**src/source/wb_pkg.sv**
```systemverilog
// Wishbone classic bus widths
// Master request and slave response structs

package wb_pkg;

  //////////////////////////////////////////////////////////////////////
  // Bus widths
  //////////////////////////////////////////////////////////////////////

  // Word address, not byte address
  localparam int unsigned AddrWidth = 16;
  localparam int unsigned DataWidth = 32;

  //////////////////////////////////////////////////////////////////////
  // Bus structs
  //////////////////////////////////////////////////////////////////////

  // Driven by a master
  typedef struct packed {
    logic                 cyc;
    logic                 stb;
    logic                 we;
    logic [AddrWidth-1:0] adr;
    logic [DataWidth-1:0] dat;
  } wb_req_t;

  // Returned by the slave
  typedef struct packed {
    logic                 ack;
    logic [DataWidth-1:0] dat;
  } wb_rsp_t;

endpackage
```
**src/source/lsu_pkg.sv**
```systemverilog
// Command and result structs of the scalar and vector engines
// Operation codes of both engines

package lsu_pkg;

  import wb_pkg::*;

  //////////////////////////////////////////////////////////////////////
  // Scalar engine
  //////////////////////////////////////////////////////////////////////

  typedef enum logic {
    SCALAR_LOAD,
    SCALAR_STORE
  } scalar_op_e;

  typedef struct packed {
    scalar_op_e           op;
    logic [AddrWidth-1:0] addr;
    logic [DataWidth-1:0] wdata;
  } scalar_cmd_t;

  typedef struct packed {
    logic [DataWidth-1:0] rdata;
  } scalar_res_t;

  //////////////////////////////////////////////////////////////////////
  // Vector engine
  //////////////////////////////////////////////////////////////////////

  typedef enum logic {
    VEC_FILL,
    VEC_SUM
  } vec_op_e;

  // Run of len words from base, len 1 to 255
  typedef struct packed {
    vec_op_e              op;
    logic [AddrWidth-1:0] base;
    logic [7:0]           len;
    logic [DataWidth-1:0] seed;
  } vec_cmd_t;

  typedef struct packed {
    logic [DataWidth-1:0] sum;
  } vec_res_t;

endpackage

```
**src/source/lsu_system.sv**
```systemverilog
// Memory subsystem top level
// Scalar and vector engines sharing one Wishbone port through an arbiter

`timescale 1ns/1ps

module lsu_system import wb_pkg::*, lsu_pkg::*; #(
  parameter int unsigned MaxVecLen = 64
) (
  input  logic        clk_i,
  input  logic        rst_i,
  // Scalar engine
  input  logic        scalar_cmd_valid_i,
  input  scalar_cmd_t scalar_cmd_i,
  output logic        scalar_cmd_ready_o,
  output logic        scalar_res_valid_o,
  output scalar_res_t scalar_res_o,
  // Vector engine
  input  logic        vec_cmd_valid_i,
  input  vec_cmd_t    vec_cmd_i,
  output logic        vec_cmd_ready_o,
  output logic        vec_res_valid_o,
  output vec_res_t    vec_res_o,
  // Memory bus
  output wb_req_t     wb_req_o,
  input  wb_rsp_t     wb_rsp_i
);

  wb_req_t scalar_req;
  wb_rsp_t scalar_rsp;
  wb_req_t vec_req;
  wb_rsp_t vec_rsp;

  // Master 0
  scalar_lsu scalar_lsu_inst (
    .clk_i       (clk_i),
    .rst_i       (rst_i),
    .cmd_valid_i (scalar_cmd_valid_i),
    .cmd_i       (scalar_cmd_i),
    .cmd_ready_o (scalar_cmd_ready_o),
    .res_valid_o (scalar_res_valid_o),
    .res_o       (scalar_res_o),
    .wb_req_o    (scalar_req),
    .wb_rsp_i    (scalar_rsp)
  );

  // Master 1
  vector_lsu #(
    .MaxVecLen (MaxVecLen)
  ) vector_lsu_inst (
    .clk_i       (clk_i),
    .rst_i       (rst_i),
    .cmd_valid_i (vec_cmd_valid_i),
    .cmd_i       (vec_cmd_i),
    .cmd_ready_o (vec_cmd_ready_o),
    .res_valid_o (vec_res_valid_o),
    .res_o       (vec_res_o),
    .wb_req_o    (vec_req),
    .wb_rsp_i    (vec_rsp)
  );

  wb_arbiter wb_arbiter_inst (
    .clk_i    (clk_i),
    .rst_i    (rst_i),
    .m0_req_i (scalar_req),
    .m0_rsp_o (scalar_rsp),
    .m1_req_i (vec_req),
    .m1_rsp_o (vec_rsp),
    .s_req_o  (wb_req_o),
    .s_rsp_i  (wb_rsp_i)
  );

endmodule

```
**src/source/wb_arbiter.sv**
```systemverilog
// Two-master Wishbone classic arbiter
// Registered one-hot grant, round-robin on a free bus

`timescale 1ns/1ps

module wb_arbiter import wb_pkg::*; (
  input  logic    clk_i,
  input  logic    rst_i,
  // Master 0
  input  wb_req_t m0_req_i,
  output wb_rsp_t m0_rsp_o,
  // Master 1
  input  wb_req_t m1_req_i,
  output wb_rsp_t m1_rsp_o,
  // Slave side
  output wb_req_t s_req_o,
  input  wb_rsp_t s_rsp_i
);

  logic [1:0] gnt_q;
  logic       last_q;

  logic       owner_cyc;
  logic       bus_free;
  logic       any_req;
  logic       winner;
  logic [1:0] gnt_nxt;

  //////////////////////////////////////////////////////////////////////
  // Grant decision
  //////////////////////////////////////////////////////////////////////

  // Owner keeps the bus while its cyc stays high
  assign owner_cyc = (gnt_q[0] & m0_req_i.cyc) | (gnt_q[1] & m1_req_i.cyc);
  assign bus_free  = !owner_cyc;
  assign any_req   = m0_req_i.cyc | m1_req_i.cyc;

  // On a tie the master not served last wins
  always_comb begin
    if (m0_req_i.cyc && m1_req_i.cyc) begin
      winner = ~last_q;
    end else begin
      winner = m1_req_i.cyc;
    end
    gnt_nxt = any_req ? {winner, ~winner} : 2'b00;
  end

  always_ff @(posedge clk_i) begin
    if (rst_i) begin
      gnt_q  <= 2'b00;
      // Master 0 wins the first tie
      last_q <= 1'b1;
    end else if (bus_free) begin
      gnt_q <= gnt_nxt;
      if (any_req) begin
        last_q <= winner;
      end
    end
  end

  //////////////////////////////////////////////////////////////////////
  // Request and response routing
  //////////////////////////////////////////////////////////////////////

  always_comb begin
    s_req_o = gnt_q[1] ? m1_req_i : m0_req_i;
    // No owner, no bus cycle
    if (gnt_q == 2'b00) begin
      s_req_o.cyc = 1'b0;
      s_req_o.stb = 1'b0;
    end
  end

  // Read data goes to both, ack only to the owner
  assign m0_rsp_o.dat = s_rsp_i.dat;
  assign m1_rsp_o.dat = s_rsp_i.dat;
  assign m0_rsp_o.ack = s_rsp_i.ack & gnt_q[0];
  assign m1_rsp_o.ack = s_rsp_i.ack & gnt_q[1];

endmodule

```
**src/source/vector_lsu.sv**
```systemverilog
// Vector load/store engine
// Fill a run of words with seed plus index, or read a run and sum it
// Holds cyc for the whole run as one Wishbone block cycle

`timescale 1ns/1ps

module vector_lsu import wb_pkg::*, lsu_pkg::*; #(
  parameter int unsigned MaxVecLen = 64
) (
  input  logic     clk_i,
  input  logic     rst_i,
  // Command and result
  input  logic     cmd_valid_i,
  input  vec_cmd_t cmd_i,
  output logic     cmd_ready_o,
  output logic     res_valid_o,
  output vec_res_t res_o,
  // Wishbone master
  output wb_req_t  wb_req_o,
  input  wb_rsp_t  wb_rsp_i
);

  // Longest run, limited to what the 8-bit len can express
  localparam logic [7:0] MaxLen = (MaxVecLen > 255) ? 8'd255 : 8'(MaxVecLen);

  typedef enum logic [1:0] {
    StIdle,
    StBus,
    StDone
  } state_e;

  state_e               state_q;
  wb_req_t              req_q;
  logic [7:0]           idx_q;
  logic [7:0]           last_q;
  logic [DataWidth-1:0] seed_q;
  logic [DataWidth-1:0] sum_q;

  logic [7:0] len_clip;
  logic [7:0] idx_nxt;

  //////////////////////////////////////////////////////////////////////
  // Command side
  //////////////////////////////////////////////////////////////////////

  assign len_clip = (cmd_i.len > MaxLen) ? MaxLen : cmd_i.len;
  assign idx_nxt  = idx_q + 8'd1;

  assign cmd_ready_o = (state_q == StIdle);
  assign res_valid_o = (state_q == StDone);
  assign res_o.sum   = sum_q;
  assign wb_req_o    = req_q;

  //////////////////////////////////////////////////////////////////////
  // Run sequencing
  //////////////////////////////////////////////////////////////////////

  always_ff @(posedge clk_i) begin
    if (rst_i) begin
      state_q   <= StIdle;
      req_q.cyc <= 1'b0;
      req_q.stb <= 1'b0;
    end else begin
      case (state_q)
        StIdle: begin
          if (cmd_valid_i) begin
            req_q.cyc <= 1'b1;
            req_q.stb <= 1'b1;
            req_q.we  <= (cmd_i.op == VEC_FILL);
            req_q.adr <= cmd_i.base;
            // Word 0 of the fill pattern
            req_q.dat <= cmd_i.seed;
            seed_q    <= cmd_i.seed;
            idx_q     <= 8'd0;
            last_q    <= len_clip - 8'd1;
            sum_q     <= '0;
            state_q   <= StBus;
          end
        end
        StBus: begin
          if (wb_rsp_i.ack) begin
            // A fill leaves the sum at zero
            if (!req_q.we) begin
              sum_q <= sum_q + wb_rsp_i.dat;
            end
            if (idx_q == last_q) begin
              req_q.cyc <= 1'b0;
              req_q.stb <= 1'b0;
              state_q   <= StDone;
            end else begin
              // Next word follows directly, stb stays high
              idx_q     <= idx_nxt;
              req_q.adr <= req_q.adr + AddrWidth'(1);
              req_q.dat <= seed_q + DataWidth'(idx_nxt);
            end
          end
        end
        StDone: begin
          state_q <= StIdle;
        end
        default: begin
          state_q <= StIdle;
        end
      endcase
    end
  end

endmodule

```
**src/source/scalar_lsu.sv**
```systemverilog
// Scalar load/store engine
// One Wishbone classic transfer per command, result pulse after ack

`timescale 1ns/1ps

module scalar_lsu import wb_pkg::*, lsu_pkg::*; (
  input  logic        clk_i,
  input  logic        rst_i,
  // Command and result
  input  logic        cmd_valid_i,
  input  scalar_cmd_t cmd_i,
  output logic        cmd_ready_o,
  output logic        res_valid_o,
  output scalar_res_t res_o,
  // Wishbone master
  output wb_req_t     wb_req_o,
  input  wb_rsp_t     wb_rsp_i
);

  typedef enum logic [1:0] {
    StIdle,
    StBus,
    StResp
  } state_e;

  state_e               state_q;
  wb_req_t              req_q;
  logic [DataWidth-1:0] rdata_q;

  assign cmd_ready_o = (state_q == StIdle);
  assign res_valid_o = (state_q == StResp);
  assign res_o.rdata = rdata_q;

  // Registered request, stable while stb is high
  assign wb_req_o = req_q;

  always_ff @(posedge clk_i) begin
    if (rst_i) begin
      state_q   <= StIdle;
      req_q.cyc <= 1'b0;
      req_q.stb <= 1'b0;
    end else begin
      case (state_q)
        StIdle: begin
          if (cmd_valid_i) begin
            req_q.cyc <= 1'b1;
            req_q.stb <= 1'b1;
            req_q.we  <= (cmd_i.op == SCALAR_STORE);
            req_q.adr <= cmd_i.addr;
            req_q.dat <= cmd_i.wdata;
            state_q   <= StBus;
          end
        end
        StBus: begin
          // Ack only arrives once the arbiter has granted us
          if (wb_rsp_i.ack) begin
            req_q.cyc <= 1'b0;
            req_q.stb <= 1'b0;
            if (!req_q.we) begin
              rdata_q <= wb_rsp_i.dat;
            end
            state_q <= StResp;
          end
        end
        StResp: begin
          state_q <= StIdle;
        end
        default: begin
          state_q <= StIdle;
        end
      endcase
    end
  end

endmodule

```
**config.mk**
```make
export PLATFORM = sky130hd
export DESIGN_NAME = lsu_system
export DESIGN_NICKNAME = d
export VERILOG_FILES = /design/src/source/wb_pkg.sv /design/src/source/lsu_pkg.sv /design/src/source/lsu_system.sv /design/src/source/wb_arbiter.sv /design/src/source/vector_lsu.sv /design/src/source/scalar_lsu.sv
export SDC_FILE = /design/constraint.sdc
export NUM_CORES = 1
export LEC_CHECK = 0
export ABC_AREA = 0
export BUFFER_PORTS_ARGS = -buffer_cell sky130_fd_sc_hd__buf_4
export CORE_UTILIZATION = 55
export DETAILED_ROUTE_END_ITERATION = 7
export PLACE_DENSITY = 0.81
export SLEW_MARGIN = 20
export SYNTH_ARGS = -nofsm -noshare
export SYNTH_HDL_FRONTEND = slang
export SYNTH_SLANG_ARGS = --single-unit
export TNS_END_PERCENT = 1
```
**constraint.sdc**
```tcl
create_clock -name clk_i -period 6.7 [get_ports clk_i]
set_input_delay 0 -clock clk_i [delete_from_list [all_inputs] [get_ports clk_i]]
set_output_delay 0 -clock clk_i [all_outputs]
set_load 0.1 [all_outputs]
```
**After elaboration in Yosys (flattened, before gate mapping)**

Cells that the tools add are included.

- Bits in registers: 221
- Input port bits: 143
- Output and inout port bits: 119

- Add/subtract/negate cells: 5
- Magnitude comparators: 1
- Equality and inequality tests: 12
- Muxes and demuxes: 30
- Bitwise gates (word level): 12
- Reductions and logical operators: 16

Operator list:

| operator | number |
|---|---|
| 2-to-1 mux 51 bit | 3 |
| 2-to-1 mux 32 bit | 3 |
| 2-to-1 mux 48 bit | 2 |
| one-hot mux 48 bit (2 select lines) | 1 |
| one-hot mux 32 bit (2 select lines) | 1 |
| adder 32 bit | 1 |
| adder 32 x 8 -> 32 bit | 1 |
| 2-to-1 mux 8 bit | 4 |
| 2-to-1 mux 2 bit | 10 |
| adder 16 x 1 -> 16 bit (second input constant) | 1 |
| one-hot mux 2 bit (2 select lines) | 4 |
| one-hot mux 8 bit (2 select lines) | 1 |
| AND reduction 3 bit | 4 |
| inequality test 2 bit (second input constant) | 5 |
| AND reduction 5 bit | 2 |
| adder 8 x 1 -> 8 bit (second input constant) | 1 |
| equality test 8 bit | 1 |
| greater-than comparator 8 x 7 -> 1 bit (second input constant) | 1 |
| AND reduction 4 bit | 2 |
| subtractor 8 x 1 -> 8 bit (second input constant) | 1 |
| logical NOT 2 bit | 3 |
| inverter 1 bit | 6 |
| bitwise AND 1 bit | 4 |
| equality test 2 x 1 -> 1 bit (second input constant) | 2 |
| 7 further kinds | 12 |

**Depth between registers and ports, before layout**

- Word-level depth: 5
- Depth in mapped cells: 13
- Gate-level depth less buffers: 12

**Hierarchy**

From an unflattened synthesis, not the netlist that was laid out.

- Cell total of the unflattened synthesis: 1004
- Area total of the unflattened synthesis: 11902.7 sq um

By module, submodules not included:

| module | instances | cells each | area an instance (sq um) | sequential area each (sq um) |
|---|---|---|---|---|
| vector_lsu | 1 | 762 | 7891.3 | 3933.8 |
| scalar_lsu | 1 | 99 | 2590.0 | 2492.4 |
| wb_arbiter | 1 | 143 | 1421.4 | 60.1 |

**Least setup slack after synthesis**

No wires, ideal clock.

- Path kind: reg2reg
- From: reg scalar_lsu_inst.state_q[1]
- To: reg scalar_lsu_inst.req_q (netlist bit scalar_lsu_inst.wb_req_o[0]), enable pin
- Setup time: 0.594 ns
- Arrival time: 5.489 ns
- Data required time: 6.106 ns
- Slack: 0.617 ns
- Cell stages (with the launch flop): 2
- Buffers on the path: 0
- Cell sequence: dfxtp_1 nor4b_1

- Word-level cells in the longest chain between the ends: 2

RTL lines:

| item | RTL line | text |
|---|---|---|
| from (decl) | scalar_lsu.sv:26 | `state_e state_q;` |
| from (signal assigned) | scalar_lsu.sv:39 | `state_q <= StIdle;` |
| from (signal assigned) | scalar_lsu.sv:51 | `state_q <= StBus;` |
| from (signal assigned) | scalar_lsu.sv:62 | `state_q <= StResp;` |
| logical NOT 2 bit | scalar_lsu.sv:43 | `case (state_q)` |
| AND reduction 3 bit (no line) | -- |  |
| to (decl) | scalar_lsu.sv:27 | `wb_req_t req_q;` |

Every way passes these cells.
A chain may end at the register's enable or synchronous reset.

**Worst setup path in the final report**

- From: reg vector_lsu_inst.idx_q[0]
- To: reg vector_lsu_inst.req_q (netlist bit vector_lsu_inst.wb_req_o[27]), data pin

- Word-level cells in the longest chain between the ends: 5

RTL lines:

| item | RTL line | text |
|---|---|---|
| from (decl) | vector_lsu.sv:34 | `logic [7:0] idx_q;` |
| from (signal assigned) | vector_lsu.sv:92 | `idx_q <= idx_nxt;` |
| adder 8 x 1 -> 8 bit | vector_lsu.sv:47 | `assign idx_nxt = idx_q + 8'd1;` |
| net vector_lsu_inst.idx_nxt[6] | vector_lsu.sv:40 | `logic [7:0] idx_nxt;` |
| adder 32 x 8 -> 32 bit | vector_lsu.sv:94 | `req_q.dat <= seed_q + DataWidth'(idx_nxt);` |
| 2-to-1 mux 48 bit | vector_lsu.sv:86 | `if (idx_q == last_q) begin` |
| 2-to-1 mux 48 bit | vector_lsu.sv:81 | `if (wb_rsp_i.ack) begin` |
| one-hot mux 48 bit (2 select lines) | vector_lsu.sv:64 | `case (state_q)` |
| to (decl) | vector_lsu.sv:33 | `wb_req_t req_q;` |

The timed path passes the listed nets, and every way through them passes these cells. The select of a mux whose other input is x is not followed.

==> flow_summary.toml <==
[run_status]
status = "finished, final reports clean"

[die]
start_util = 0.569
die_area_um2 = 21000
fp-row-count = 51
die_x_um = 145
die_y_um = 145
ioPinCount = 262
core_um2 = 19800

[timing]
timing.setup.tns_ps = 0
rsz0062_at_grt = "false"
finalClockSkew_ps = 11.3
fin_crit_ps = 3740
slew_violations = 0
final-hold-violation-count = 0
finalSetupViolCount = 0
min_period_over_period = 0.558
relSlewSlack = 0.302
tightest_slew_ps = 1050
hold_slack_ps = 25.6
fmax_mhz = 267

[critical_path]
path_max_fanout = 11
end_kind = "register"
start_kind = "register"
crit_path_cell_trace = "ha_1 > nand3_1 > nor2_1 > xor2_1 > ha_1 > a41o_1 > a21oi_1 > o31ai_2 > a21oi_1 > nor3_1 > xnor2_1 > o21ai_1"
cp.required_ps = 6920
critPathSlowestCell = "a21oi_1"
crit_arrival_ps = 3960
crit_type = "reg -> reg"
slowest_delay_ps = 840

[worst_hold_path]
min_path_type = "in -> reg"

[cells_and_area]
multi_input_area_um2 = 4510
layout.nets = 1526
area_delta_synth_final_pct = 38.5
layout_commonest_cell = "buf_4"
stdcell_area_um2 = 15600
layout.cells.non_filler = 1620
drive_gt1_frac = 0.272
n_antenna_cell = 0
layout_common_cells = "buf_4 (269), edfxtp_1 (210), dlygate4sd3_1 (150)"
fill_cells = 1180
ff_latch_area_um2 = 6490

[flow_run]
max_cap_viol_count = 0

[grt]
grt_first_pass_wirelength_um = 50300
antenna_found_initial = 0
track_usage = 0.299
gr-total-overflow = 0
grt_max_degree = 69
grt_pass1_vias = 9549

[clock_tree]
ctsLongestPathBuffers = 3
ctsResizeCount = 0
htreeDepth = 1
clk_pin_slew_ps = 70
cts.sinks = 219
numCtsBuffers = 23
cts_tree = "yes"
clock-root-buffer = "clkbuf_16"
clk_latency_ps = 510
post_cts_buffers = 0

[placed_design]
dpl_cell_area_um2 = 13400
gp_congestion = 0.875
dp_cells = 1429
place_hpwl_um = 19300
port_buffers = 261

[synth]
yosysSeqAreaShare = 0.576
synthArstFlopShare = 0
syn_inst = 939
synth-main-ff-cell = "edfxtp_1"
yosysWarnings = 0
synthesis.area_um2 = 11300
synth-edff-count = 210
synthesis.nets = 1126
yosys_register_bits = 219
ys_types = 65
avgSynthCellArea_um2 = 12.0

[pwr]
p_seq_frac = 0.438
p_switching_mw = 1.15
p_sw_frac = 0.308
power.share.clock = 0.322
p_leak_nw = 6.02
power_mw = 3.71
p_comb_frac = 0.240
p_per_area_nw_per_um2 = 238
p_int_mw = 2.57
ir_worst_vdd_mv = 0.210

[drt]
drtAntennaViolNets = 0
wl_per_cell_um = 19.6
drt_first_pass_iters = 5
vias = 9299
dr.first_iter.drc_count = 617
drc = 0
routed_wl_um = 31700
via_per_inst = 5.74
[cell families (layout without fill, tap and decap cells)]
logic type | Yosys count | after routing | synth area share
XOR/XNOR | 83 | 83 | 0.0646
AO/OA/AOI/OAI | 181 | 181 | 0.0992
multiplexers | 51 | 51 | 0.0508
flip-flops | 219 | 219 | 0.576
AND/OR/NAND/NOR | 297 | 297 | 0.133
adder cells (fa/ha/maj) | 44 | 44 | 0.0502
buffers and inverters | 64 | 480 | 0.0266
[cell usage after synthesis, drive strengths merged (10+ instances only)]
cell | instances | share of area
mux2 | 49 | 0.049
nand3 | 70 | 0.031
o21ai | 70 | 0.031
xor2 | 34 | 0.026
clkbuf | 27 | 0.0090
inv | 20 | 0.0067
nand4 | 17 | 0.011
xnor2 | 49 | 0.038
nand2b | 12 | 0.0067
a21oi | 48 | 0.022
nand2 | 63 | 0.021
buf | 17 | 0.011
a31oi | 10 | 0.0056
a21o | 17 | 0.011
nor3 | 21 | 0.0098
edfxtp | 210 | 0.56
ha | 42 | 0.047
nor2 | 61 | 0.020
[cell type report]
type / count / share of cell area
flip-flops and latches: 219 / 0.416
clock buffers: 33 / 0.0393
repair buffers: 419 / 0.226
inverters: 20 / 0.00481
clock inverters: 8 / 0.00409
multi-input cells: 656 / 0.289
well taps: 265 / 0.0213
[metrics by stage]
stage	util	setup WS [ps]
2_1_floorplan	-	617
3_3_place_gp	0.678	3330
3_5_place_dp	0.678	3180
4_1_cts	0.789	3100
5_1_grt	0.789	2760
6_report	0.789	2960
[metal layers]
layer  track usage  up-vias  wire, um
met5             0        -         0
met4         0.111        0      1140
met3        0.0434       88      2020
met2         0.556      451     16900
met1         0.349     4464     11700
li1              -     4296         -
[what timing repair did]
item | in CTS | in global routing
endpoints found under the hold margin | 188 | 0
endpoints found under the setup margin | 0 | 0
hold buffers | 150 | 0
[final timing paths]
path	from	end	slack, ps	cells after the start
worst max-delay path	vector_lsu_inst.idx_q[0]	vector_lsu_inst.wb_req_o[27]	2960	12
worst min-delay path	vec_cmd_i[38]	vector_lsu_inst.last_q[7]	30	3
worst max register to register	vector_lsu_inst.idx_q[0]	vector_lsu_inst.wb_req_o[27]	2960	12
worst min register to register	wb_arbiter_inst.last_q	wb_arbiter_inst.last_q	560	2
[power by group through the flow]
| stage | Clock [mW] | Sequential, mW | Combinational (mW) |
|---|---|---|---|
| after floorplan | 0 | 1.73 | 0.511 |
| after global placement | 0 | 1.65 | 0.783 |
| after detailed placement | 0 | 1.65 | 0.798 |
| after CTS | 1.20 | 1.63 | 0.875 |
| after global routing | 1.25 | 1.63 | 0.943 |
| final | 1.20 | 1.63 | 0.891 |
[state kept, by name, summed over array words and instances (netlist names)]
name / flops
scalar_lsu_inst.state_q: 2
vector_lsu_inst.idx_q: 8
vector_lsu_inst.wb_req_o: 50
wb_arbiter_inst.last_q: 1
vector_lsu_inst.seed_q: 32
wb_arbiter_inst.gnt_q: 2
vector_lsu_inst.last_q: 8
scalar_lsu_inst.wb_req_o: 50
scalar_lsu_inst.res_o: 32
vector_lsu_inst.res_o: 32
vector_lsu_inst.state_q: 2
[critical path, delay by kind of cell, from the launching register on]
kind / cells / cell delay (ps)
DFF: 1 / 460
AOI/OAI and AO/OA: 5 / 1550
adders and majority gates: 2 / 560
and+or+nand+nor: 3 / 480
xor gates and xnor gates: 2 / 400
Note: power is estimated with default switching activity, not from simulation.
